==> src/vc_link_cfg_pkg.sv <==
`default_nettype none

// ------------------------------------------------------------------------
// sizing and timing constants shared by both ends of the link
// ------------------------------------------------------------------------

package vc_link_cfg_pkg;

  // width of one data word on both ready/ready ports
  localparam int word_width = 8;

  // receiver buffer entries, also the number of credits granted at wakeup
  localparam int fifo_depth = 4;
  localparam int fifo_ptr_sz = $clog2(fifo_depth);

  // credit counter width, wide enough to hold fifo_depth
  localparam int cc_sz = 3;

  // cycles between wakeup pattern pairs while the sender waits for a credit
  // this has to be longer than the full round trip through the channel
  localparam int wakeup_interval = 32;
  localparam int wake_cnt_sz = $clog2(wakeup_interval);

  // first wakeup word, the second one is its bitwise inverse
  localparam logic [word_width-1:0] wakeup_pattern = 8'h5a;

  // register stages in each direction of the channel
  localparam int channel_stages = 2;

endpackage

`default_nettype wire

==> src/vc_link_types_pkg.sv <==
`default_nettype none

// ------------------------------------------------------------------------
// bundles and state encodings used on and around the link
// ------------------------------------------------------------------------

package vc_link_types_pkg;

  import vc_link_cfg_pkg::*;

  // one word on the forward channel
  // data only means something in a cycle where vld is high
  typedef struct packed {
    logic                  vld;
    logic [word_width-1:0] data;
  } flit_t;

  // payload of a ready/ready port
  typedef struct packed {
    logic [word_width-1:0] data;
  } sd_word_t;

  // sender controller
  // s_init waits for the first credit, the two wake states send the pattern pair
  typedef enum logic [1:0] {
    s_init,
    s_run,
    s_wake0,
    s_wake1
  } sender_state_t;

  // receiver controller, pattern detect then credit grant then normal traffic
  typedef enum logic [1:0] {
    r_idle,
    r_saw0,
    r_grant,
    r_run
  } receiver_state_t;

endpackage

`default_nettype wire

==> src/vc_sender.sv <==
`timescale 1ns/1ps
`default_nettype none

// ------------------------------------------------------------------------
// ready/ready to valid/credit conversion on the producer side of the link
// ------------------------------------------------------------------------

module vc_sender
(
  input  logic                        clk,
  input  logic                        reset,
  input  logic                        c_srdy,
  output logic                        c_drdy,
  input  vc_link_types_pkg::sd_word_t c_word,
  output vc_link_types_pkg::flit_t    tx_flit,
  input  logic                        tx_cr
);

  import vc_link_cfg_pkg::*;
  import vc_link_types_pkg::*;

  sender_state_t          state;
  sender_state_t          nxt_state;
  logic [cc_sz-1:0]       cc;
  logic [cc_sz-1:0]       nxt_cc;
  logic [wake_cnt_sz-1:0] wake_cnt;
  logic [wake_cnt_sz-1:0] nxt_wake_cnt;
  logic                   tx_vld;
  logic                   nxt_vld;
  logic [word_width-1:0]  tx_data;
  logic [word_width-1:0]  nxt_data;

  // ------------------------------------------------------------------------
  // next state, credit and wake counter logic
  // ------------------------------------------------------------------------

  always_comb
  begin
    nxt_state    = state;
    nxt_cc       = cc;
    nxt_wake_cnt = wake_cnt;
    nxt_vld      = 1'b0;
    nxt_data     = c_word.data;
    c_drdy       = 1'b0;

    case (state)
      s_init:
      begin
        // the first returned credit proves the receiver saw the pattern
        // and it is worth exactly one credit here
        if (tx_cr)
        begin
          nxt_state = s_run;
          nxt_cc    = cc_sz'(1);
        end
        else if (wake_cnt == wake_cnt_sz'(wakeup_interval - 1))
          nxt_state = s_wake0;
        nxt_wake_cnt = wake_cnt + 1'b1;
      end

      s_run:
      begin
        // the input is only ready while a credit is in hand
        c_drdy  = (cc != '0);
        nxt_vld = c_drdy & c_srdy;
        // a send and a credit in the same cycle cancel out
        if (nxt_vld && !tx_cr)
          nxt_cc = cc - 1'b1;
        else if (tx_cr && !nxt_vld && (cc != {cc_sz{1'b1}}))
          nxt_cc = cc + 1'b1;
      end

      s_wake0:
      begin
        nxt_vld   = 1'b1;
        nxt_data  = wakeup_pattern;
        nxt_state = s_wake1;
      end

      s_wake1:
      begin
        nxt_vld      = 1'b1;
        nxt_data     = ~wakeup_pattern;
        nxt_wake_cnt = '0;
        nxt_state    = s_init;
      end

      default:
        nxt_state = s_init;
    endcase
  end

  // ------------------------------------------------------------------------
  // registers
  // ------------------------------------------------------------------------

  always_ff @(posedge clk)
  begin
    if (reset)
    begin
      state    <= s_init;
      cc       <= '0;
      wake_cnt <= '0;
      tx_vld   <= 1'b0;
    end
    else
    begin
      state    <= nxt_state;
      cc       <= nxt_cc;
      wake_cnt <= nxt_wake_cnt;
      tx_vld   <= nxt_vld;
    end
  end

  // payload only moves when a word actually goes out on the channel
  always_ff @(posedge clk)
  begin
    if (nxt_vld)
      tx_data <= nxt_data;
  end

  assign tx_flit = '{vld: tx_vld, data: tx_data};

endmodule

`default_nettype wire

==> src/vc_channel_delay.sv <==
`timescale 1ns/1ps
`default_nettype none

// ------------------------------------------------------------------------
// fixed register delay standing in for a long route between the two ends
// ------------------------------------------------------------------------

module vc_channel_delay
(
  input  logic                     clk,
  input  logic                     reset,
  input  vc_link_types_pkg::flit_t in_flit,
  output vc_link_types_pkg::flit_t out_flit,
  input  logic                     in_cr,
  output logic                     out_cr
);

  import vc_link_cfg_pkg::*;

  logic [channel_stages-1:0] vld_q;
  logic [channel_stages-1:0] cr_q;
  logic [word_width-1:0]     data_q [channel_stages];

  // qualifier bits in both directions are cleared so nothing stale leaks out
  always_ff @(posedge clk)
  begin
    if (reset)
    begin
      vld_q <= '0;
      cr_q  <= '0;
    end
    else
    begin
      vld_q[0] <= in_flit.vld;
      cr_q[0]  <= in_cr;
      for (int i = 1; i < channel_stages; i++)
      begin
        vld_q[i] <= vld_q[i-1];
        cr_q[i]  <= cr_q[i-1];
      end
    end
  end

  // data rides alongside vld and is ignored whenever vld is low
  always_ff @(posedge clk)
  begin
    data_q[0] <= in_flit.data;
    for (int i = 1; i < channel_stages; i++)
      data_q[i] <= data_q[i-1];
  end

  assign out_flit = '{vld: vld_q[channel_stages-1], data: data_q[channel_stages-1]};
  assign out_cr   = cr_q[channel_stages-1];

endmodule

`default_nettype wire

==> src/vc_receiver.sv <==
`timescale 1ns/1ps
`default_nettype none

// ------------------------------------------------------------------------
// valid/credit back to ready/ready on the consumer side of the link
// ------------------------------------------------------------------------

module vc_receiver
(
  input  logic                        clk,
  input  logic                        reset,
  input  vc_link_types_pkg::flit_t    rx_flit,
  output logic                        rx_cr,
  output logic                        p_srdy,
  input  logic                        p_drdy,
  output vc_link_types_pkg::sd_word_t p_word
);

  import vc_link_cfg_pkg::*;
  import vc_link_types_pkg::*;

  receiver_state_t        state;
  receiver_state_t        nxt_state;
  logic [cc_sz-1:0]       grant_cnt;
  logic [cc_sz-1:0]       nxt_grant_cnt;
  logic                   grant_cr;
  logic                   enq;
  logic                   deq;
  logic [fifo_ptr_sz-1:0] wr_ptr;
  logic [fifo_ptr_sz-1:0] rd_ptr;
  logic [cc_sz-1:0]       count;
  logic [word_width-1:0]  mem [fifo_depth];

  // ------------------------------------------------------------------------
  // wakeup detection and initial credit grant
  // ------------------------------------------------------------------------

  always_comb
  begin
    nxt_state     = state;
    nxt_grant_cnt = grant_cnt;
    grant_cr      = 1'b0;

    case (state)
      r_idle:
      begin
        if (rx_flit.vld && (rx_flit.data == wakeup_pattern))
          nxt_state = r_saw0;
      end

      r_saw0:
      begin
        // the inverse has to follow on the very next cycle
        if (rx_flit.vld && (rx_flit.data == ~wakeup_pattern))
        begin
          nxt_state     = r_grant;
          nxt_grant_cnt = '0;
        end
        else
          nxt_state = r_idle;
      end

      r_grant:
      begin
        // one credit per cycle until the whole buffer has been offered
        grant_cr = 1'b1;
        if (grant_cnt == cc_sz'(fifo_depth - 1))
          nxt_state = r_run;
        else
          nxt_grant_cnt = grant_cnt + 1'b1;
      end

      r_run:
        nxt_state = r_run;

      default:
        nxt_state = r_idle;
    endcase
  end

  // every flit in r_run is data, anything earlier never reaches the buffer
  assign enq = (state == r_run) && rx_flit.vld;
  assign deq = p_srdy && p_drdy;

  always_ff @(posedge clk)
  begin
    if (reset)
    begin
      state     <= r_idle;
      grant_cnt <= '0;
      rx_cr     <= 1'b0;
    end
    else
    begin
      state     <= nxt_state;
      grant_cnt <= nxt_grant_cnt;
      // a freed entry goes back to the sender one cycle after the dequeue
      rx_cr     <= grant_cr | deq;
    end
  end

  // ------------------------------------------------------------------------
  // circular buffer
  // ------------------------------------------------------------------------

  always_ff @(posedge clk)
  begin
    if (reset)
    begin
      wr_ptr <= '0;
      rd_ptr <= '0;
      count  <= '0;
    end
    else
    begin
      if (enq)
        wr_ptr <= (wr_ptr == fifo_ptr_sz'(fifo_depth - 1)) ? '0 : wr_ptr + 1'b1;
      if (deq)
        rd_ptr <= (rd_ptr == fifo_ptr_sz'(fifo_depth - 1)) ? '0 : rd_ptr + 1'b1;
      case ({enq, deq})
        2'b10:   count <= count + 1'b1;
        2'b01:   count <= count - 1'b1;
        default: count <= count;
      endcase
    end
  end

  // the sender never holds more credits than there are free entries
  always_ff @(posedge clk)
  begin
    if (enq)
      mem[wr_ptr] <= rx_flit.data;
  end

  // head entry is read straight out, so it stays put until it is taken
  assign p_srdy = (count != '0);
  assign p_word = '{data: mem[rd_ptr]};

endmodule

`default_nettype wire

==> src/vc_link_top.sv <==
`timescale 1ns/1ps
`default_nettype none

// ------------------------------------------------------------------------
// sender, channel and receiver wired between the two ready/ready ports
// ------------------------------------------------------------------------

module vc_link_top
(
  input  logic                        clk,
  input  logic                        reset,
  input  logic                        c_srdy,
  output logic                        c_drdy,
  input  vc_link_types_pkg::sd_word_t c_word,
  output logic                        p_srdy,
  input  logic                        p_drdy,
  output vc_link_types_pkg::sd_word_t p_word
);

  import vc_link_types_pkg::*;

  // forward words leaving the sender and arriving at the receiver
  flit_t tx_flit;
  flit_t rx_flit;

  // credits leaving the receiver and arriving back at the sender
  logic  rx_cr;
  logic  tx_cr;

  vc_sender sender
  (
    .clk     (clk),
    .reset   (reset),
    .c_srdy  (c_srdy),
    .c_drdy  (c_drdy),
    .c_word  (c_word),
    .tx_flit (tx_flit),
    .tx_cr   (tx_cr)
  );

  // both directions see the same number of stages
  vc_channel_delay channel
  (
    .clk      (clk),
    .reset    (reset),
    .in_flit  (tx_flit),
    .out_flit (rx_flit),
    .in_cr    (rx_cr),
    .out_cr   (tx_cr)
  );

  vc_receiver receiver
  (
    .clk     (clk),
    .reset   (reset),
    .rx_flit (rx_flit),
    .rx_cr   (rx_cr),
    .p_srdy  (p_srdy),
    .p_drdy  (p_drdy),
    .p_word  (p_word)
  );

endmodule

`default_nettype wire

==> config.mk <==
export PLATFORM = sky130hd
export DESIGN_NAME = vc_link_top
export DESIGN_NICKNAME = d
export VERILOG_FILES = /design/src/vc_link_cfg_pkg.sv /design/src/vc_link_types_pkg.sv /design/src/vc_sender.sv /design/src/vc_channel_delay.sv /design/src/vc_receiver.sv /design/src/vc_link_top.sv
export SDC_FILE = /design/constraint.sdc
export NUM_CORES = 1
export LEC_CHECK = 0
export BUFFER_PORTS_ARGS = -buffer_cell sky130_fd_sc_hd__buf_4
export CAP_MARGIN = 5
export CORE_UTILIZATION = 45
export DETAILED_ROUTE_END_ITERATION = 12
export HOLD_SLACK_MARGIN = 0.08
export PLACE_DENSITY = 0.73
export SYNTH_ARGS = -nofsm -noshare
export SYNTH_HDL_FRONTEND = slang
export SYNTH_SLANG_ARGS = --single-unit
==> constraint.sdc <==
create_clock -name clk -period 4.4 [get_ports clk]
set_input_delay 1.32 -clock clk [delete_from_list [all_inputs] [get_ports clk]]
set_output_delay 1.32 -clock clk [all_outputs]
set_load 0.01 [all_outputs]
# Word level (Yosys, flattened, before mapping)
# Memories as Yosys holds them, arrays and structs flattened. A register that Yosys moved wholly into a read port is not among the register bits.
# Index checks and enable logic that the tools add are counted.
# totals
register_bits	36
latch_bits	0
ram_bits	48
romBits	0
output_inout_bits	10
n_memories	2
# classes
add_sub_neg	8
mul	0
div	0
n_lt_le_gt_ge	0
eq_ne	22
n_shift	0
mux	26
n_bitwise	2
reduce_logical	23
# memory_table
memory	depth	width	read_ports	rd_ports_with_merged_regs	wr	line	source
receiver.mem	4	8	1	1	1	vc_receiver.sv:32	logic [word_width-1:0] mem [fifo_depth];
channel.data_q	2	8	2	0	2	vc_channel_delay.sv:22	logic [word_width-1:0] data_q [channel_stages];
# ops
cell	n
$mux W2	9
$pmux W3 S2	3
$pmux W8 S2	1
$mux W3	5
$eq A2 B2 Y1 const B	7
$pmux W5 S2	1
$add A3 B1 Y3 const B	3
$reduce_bool A3 Y1	3
$eq A8 B7 Y1 const B	1
$eq A8 B8 Y1 const B	1
$ne A2 B1 Y1 const B	4
$pmux W2 S4	1
$reduce_bool A2 Y1	4
$logic_and A1 B1 Y1	7
$eq A2 B1 Y1 const B	3
$ne A3 B1 Y1 const B	2
$pmux W2 S3	1
$reduce_and A3 Y1	2
$sub A3 B1 Y3 const B	2
$add A5 B1 Y5 const B	1
$eq A5 B5 Y1 const B	1
$add A2 B1 Y2 const B	2
$logic_not A2 Y1	2
$mux W1	4
other kinds (9)	11

# Depth between registers and ports, before layout
# logic_depth
ltp_word	8
ltp_mapped	9
depth_no_buf	9

# Modules after synthesis
# A second synthesis with hierarchy kept.
# unflattened
cells_unflattened	267
area_unflattened_um2	3463.3
# modules_own_cells
module	n_inst	cells_per_inst	area_per_inst_um2	seq_area_each_um2
vc_receiver	1	123	1939.4	1261.2
vc_sender	1	111	1031.0	460.4
vc_channel_delay	1	33	493.0	400.4

# Worst setup path before layout
# OpenSTA, ideal clock, no wires.
# synth_timing
path_kind	input -> register
start	input p_drdy
end	register receiver.count[2]
t_arrival_ns	2.630
required_ns	4.330
path_slack_ns	1.699
path_stages	8
path_cell_list	nand2_1 -> inv_1 -> ha_1 -> inv_1 -> fa_1 -> xor2_1 -> or3_1 -> a21oi_1
# synth_via
elab_chain_cells	3
# synth_rtl
element	line	source
start: declaration	vc_link_top.sv:16	input logic p_drdy,
$logic_and A1 B1 Y1 *	vc_receiver.sv:83	assign deq = p_srdy && p_drdy;
named net receiver.deq	vc_receiver.sv:28	logic deq;
$eq A2 B1 Y1 or $eq A2 B2 Y1 (tied branches)	vc_receiver.sv:120	case ({enq, deq})
$pmux W3 S2 or $reduce_bool A2 Y1 (tied branches)	--	
end signal: assignment	vc_receiver.sv:121	2'b10: count <= count + 1'b1;
end signal: assignment	vc_receiver.sv:122	2'b01: count <= count - 1'b1;
end signal: assignment	vc_receiver.sv:123	default: count <= count;
end: declaration	vc_receiver.sv:31	logic [cc_sz-1:0] count;
# Mark *: on every way through the listed nets, which the timed path passes. The rest lies on a longest branch.
# A chain may end at the register's enable or synchronous reset.

# Worst setup path in the final report
# layout_timing
start	register sender.state[1]
end	output c_drdy
# layout_via
elab_chain_cells	2
# layout_rtl
element	line	source
start: declaration	vc_sender.sv:22	sender_state_t state;
start signal: assignment	vc_sender.sv:101	state <= s_init;
start signal: assignment	vc_sender.sv:108	state <= nxt_state;
$eq A2 B1 Y1	vc_sender.sv:46	case (state)
$mux W1	vc_sender.sv:46	
end: declaration	vc_link_top.sv:13	output logic c_drdy,
# Every way passes these cells.

==> impl_metrics.toml <==
[synth]
synth-seq-area-share_pct = 61.2
synth-seq-cells = 86
syn_nets = 316
synthesis.instances = 283
synthFlopType = "dfxtp_1"
ys_types = 43
synth_top_area_share_pct = 34.6
syn_area_sq_mm = 0.00347
synthTopCellsByArea = "edfxtp_1, dfxtp_1, ha_1, mux4_2, o21ai_0"
synth_area_leader_cell = "edfxtp_1"
yosys-top-cells-count = "dfxtp_1, edfxtp_1, inv_1"
synth_most_common_cell = "dfxtp_1"
async_flop_share_pct = 0
avgSynthCellArea_sq_um = 12.3
synth_edf_count = 40
yosys_warnings = 0

[clock_network]
root_buffer = "clkbuf_8"
clk_latency_ns = 0.35
postCtsHoldBufs = 0
clockBufferDepth = 2
cts_resized = 0
cts_tree = "done"
path_clk_slew_ns = 0.08
cts_setup_buffers = 0
cts_buffers = 9
h-tree-depth = 3
clock-sinks = 86

[placed_design]
place_area_sq_mm = 0.00371
place_ws_ns = 1.51
io_buffers = 21
hpwl_mm = 3.84
place_inst = 394
place_congestion = 0.739

[grt]
grt_start_max_net_pins = 30
track_usage_pct = 14.8
antenna_found_initial = 0
grt_pass1_wl_mm = 9.32
grt.overflow.total = 0
grt_pass1_vias = 2009

[final_layout]
drive_above_1_share_pct = 16.4
fin_cells = 410
diodes = 0
layout.nets = 339
syn2layout_area_growth_pct = 13.6
final_area_sq_mm = 0.00394
utilization_pct = 53.4

[timing]
slew_headroom_pct = 49.0
hold_viol_final = 0
tightestPinTransition_ns = 0.765
clock_skew_ns = 0.00805
rsz0062_at_grt = "false"
finalCritPeriodShare_pct = 70.7
max_freq_ghz = 0.322
slew_violations = 0
fin_tns_setup_ns = 0
fin_crit_ns = 3.11
timing.final.ws_setup_ns = 1.29
setup_viol = 0
whs_ns = 0.334

[job]
maxCapViolCount = 0

[critical_path]
critPathCaptureType = "output pin"
crit_required_ns = 3.08
worst-path-max-fanout = 14
critPathLaunchType = "register"
cp.arrival_ns = 1.79
crit_type = "reg -> out"
worst_path_max_delay_cell = "dfxtp_1"
max_stage_delay_ns = 0.43
path_cells = "inv_1, ha_1, a21boi_0, buf_4"

[power_and_ir_drop]
power.density_mw_per_mm2 = 428
ir_drop_uv = 235
power.leakage_nw = 1.44
p_total_mw = 1.69

[route]
drt_pre_antenna_iters = 4
routed_wl_mm = 5.46
drc = 0
drtIter0Drc = 68
wl_met2_mm = 2.78
routed.top_layer = "met4"
postRouteAntennaNets = 0
route.met3.wl_um = 185
viasPerCell = 5.06
met1_length_mm = 2.42
avgRoutedWirePerCell_um = 13.3
vias = 2075

[worst_hold_path]
hp-class = "reg -> reg"

[die]
core-area_sq_mm = 0.00737
initial_core_util_pct = 47.1
num_rows = 31
dieArea_sq_mm = 0.00806
boundaryPins = 22
die_x_um = 89.8
die_y_um = 89.8

[status]
status = "completed"
[where the power goes]
group | leakage (nW) | internal, mW | switching, mW
Sequential | 0.738 | 0.878 | 0.0382
Combinational | 0.586 | 0.0656 | 0.0901
Clock | 0.117 | 0.329 | 0.285
[path summary, 6_finish.rpt]
| kind | start | cells after the start | endpoint | slack, ns |
|---|---|---|---|---|
| setup / recovery | sender.state[1] | 4 | c_drdy | 1.29 |
| hold / removal | channel.data_q[0][4] | 0 | channel.data_q[0][12] | 0.33 |
| setup reg to reg | sender.state[1] | 5 | sender.tx_data[3] | 2.05 |
| hold reg to reg | channel.data_q[0][4] | 0 | channel.data_q[0][12] | 0.33 |
[logic make-up after synthesis]
logic type	share of synthesized area (%)
adder cells (fa/ha/maj)	7.79
XOR/XNOR	0.505
buffers and inverters	3.57
AND/OR/NAND/NOR	12.2
AO/OA/AOI/OAI	8.98
flip-flops	61.2
multiplexers	5.81
[worst max-delay path: cells and delay by family (launching register included)]
kind                       cells  cell delay (ns)
AOI/OAI and AO/OA              1             0.33
DFF                            1             0.43
adders and majority gates      1             0.34
buffers and inverters          2             0.35
[sequential cells by signal, summed over array words and instances (netlist names), 3 cells and up, named ones only]
| name | cells |
|---|---|
| channel.data_q | 16 |
| receiver.count | 3 |
| receiver.grant_cnt | 3 |
| receiver.mem | 32 |
| sender.cc | 3 |
| sender.tx_data | 8 |
| sender.wake_cnt | 5 |
[metal layers]
layer  up-vias  GRT usage (%)
met3         8           4.48
li1       1053              -
met2        28           25.6
met1       986           17.1
met5         -              0
met4         0           6.15
[cell usage in the layout, fill, tap and decap left out, types with 5 or more instances in the layout]
cell type	Yosys	routed
dfxtp_1	46	46
inv_1	23	23
mux4_2	8	8
or3_1	5	5
nor2_1	21	21
clkbuf_8	0	9
edfxtp_1	40	40
buf_4	0	21
o21ai_0	19	19
nand3b_1	6	6
ha_1	20	20
a21oi_1	18	18
nor2b_1	7	7
nor3_1	6	6
nand2_1	17	17
[area by class of cell]
cell class,count,area (sq um)
repair buffers,21,158
flip-flops and latches,86,2120
fillers,633,3430
clock inverters,7,103
multi-input cells,165,1220
inverters,23,86.3
well taps,99,124
clock buffers,9,124
Power figures use the tool's default switching activity.
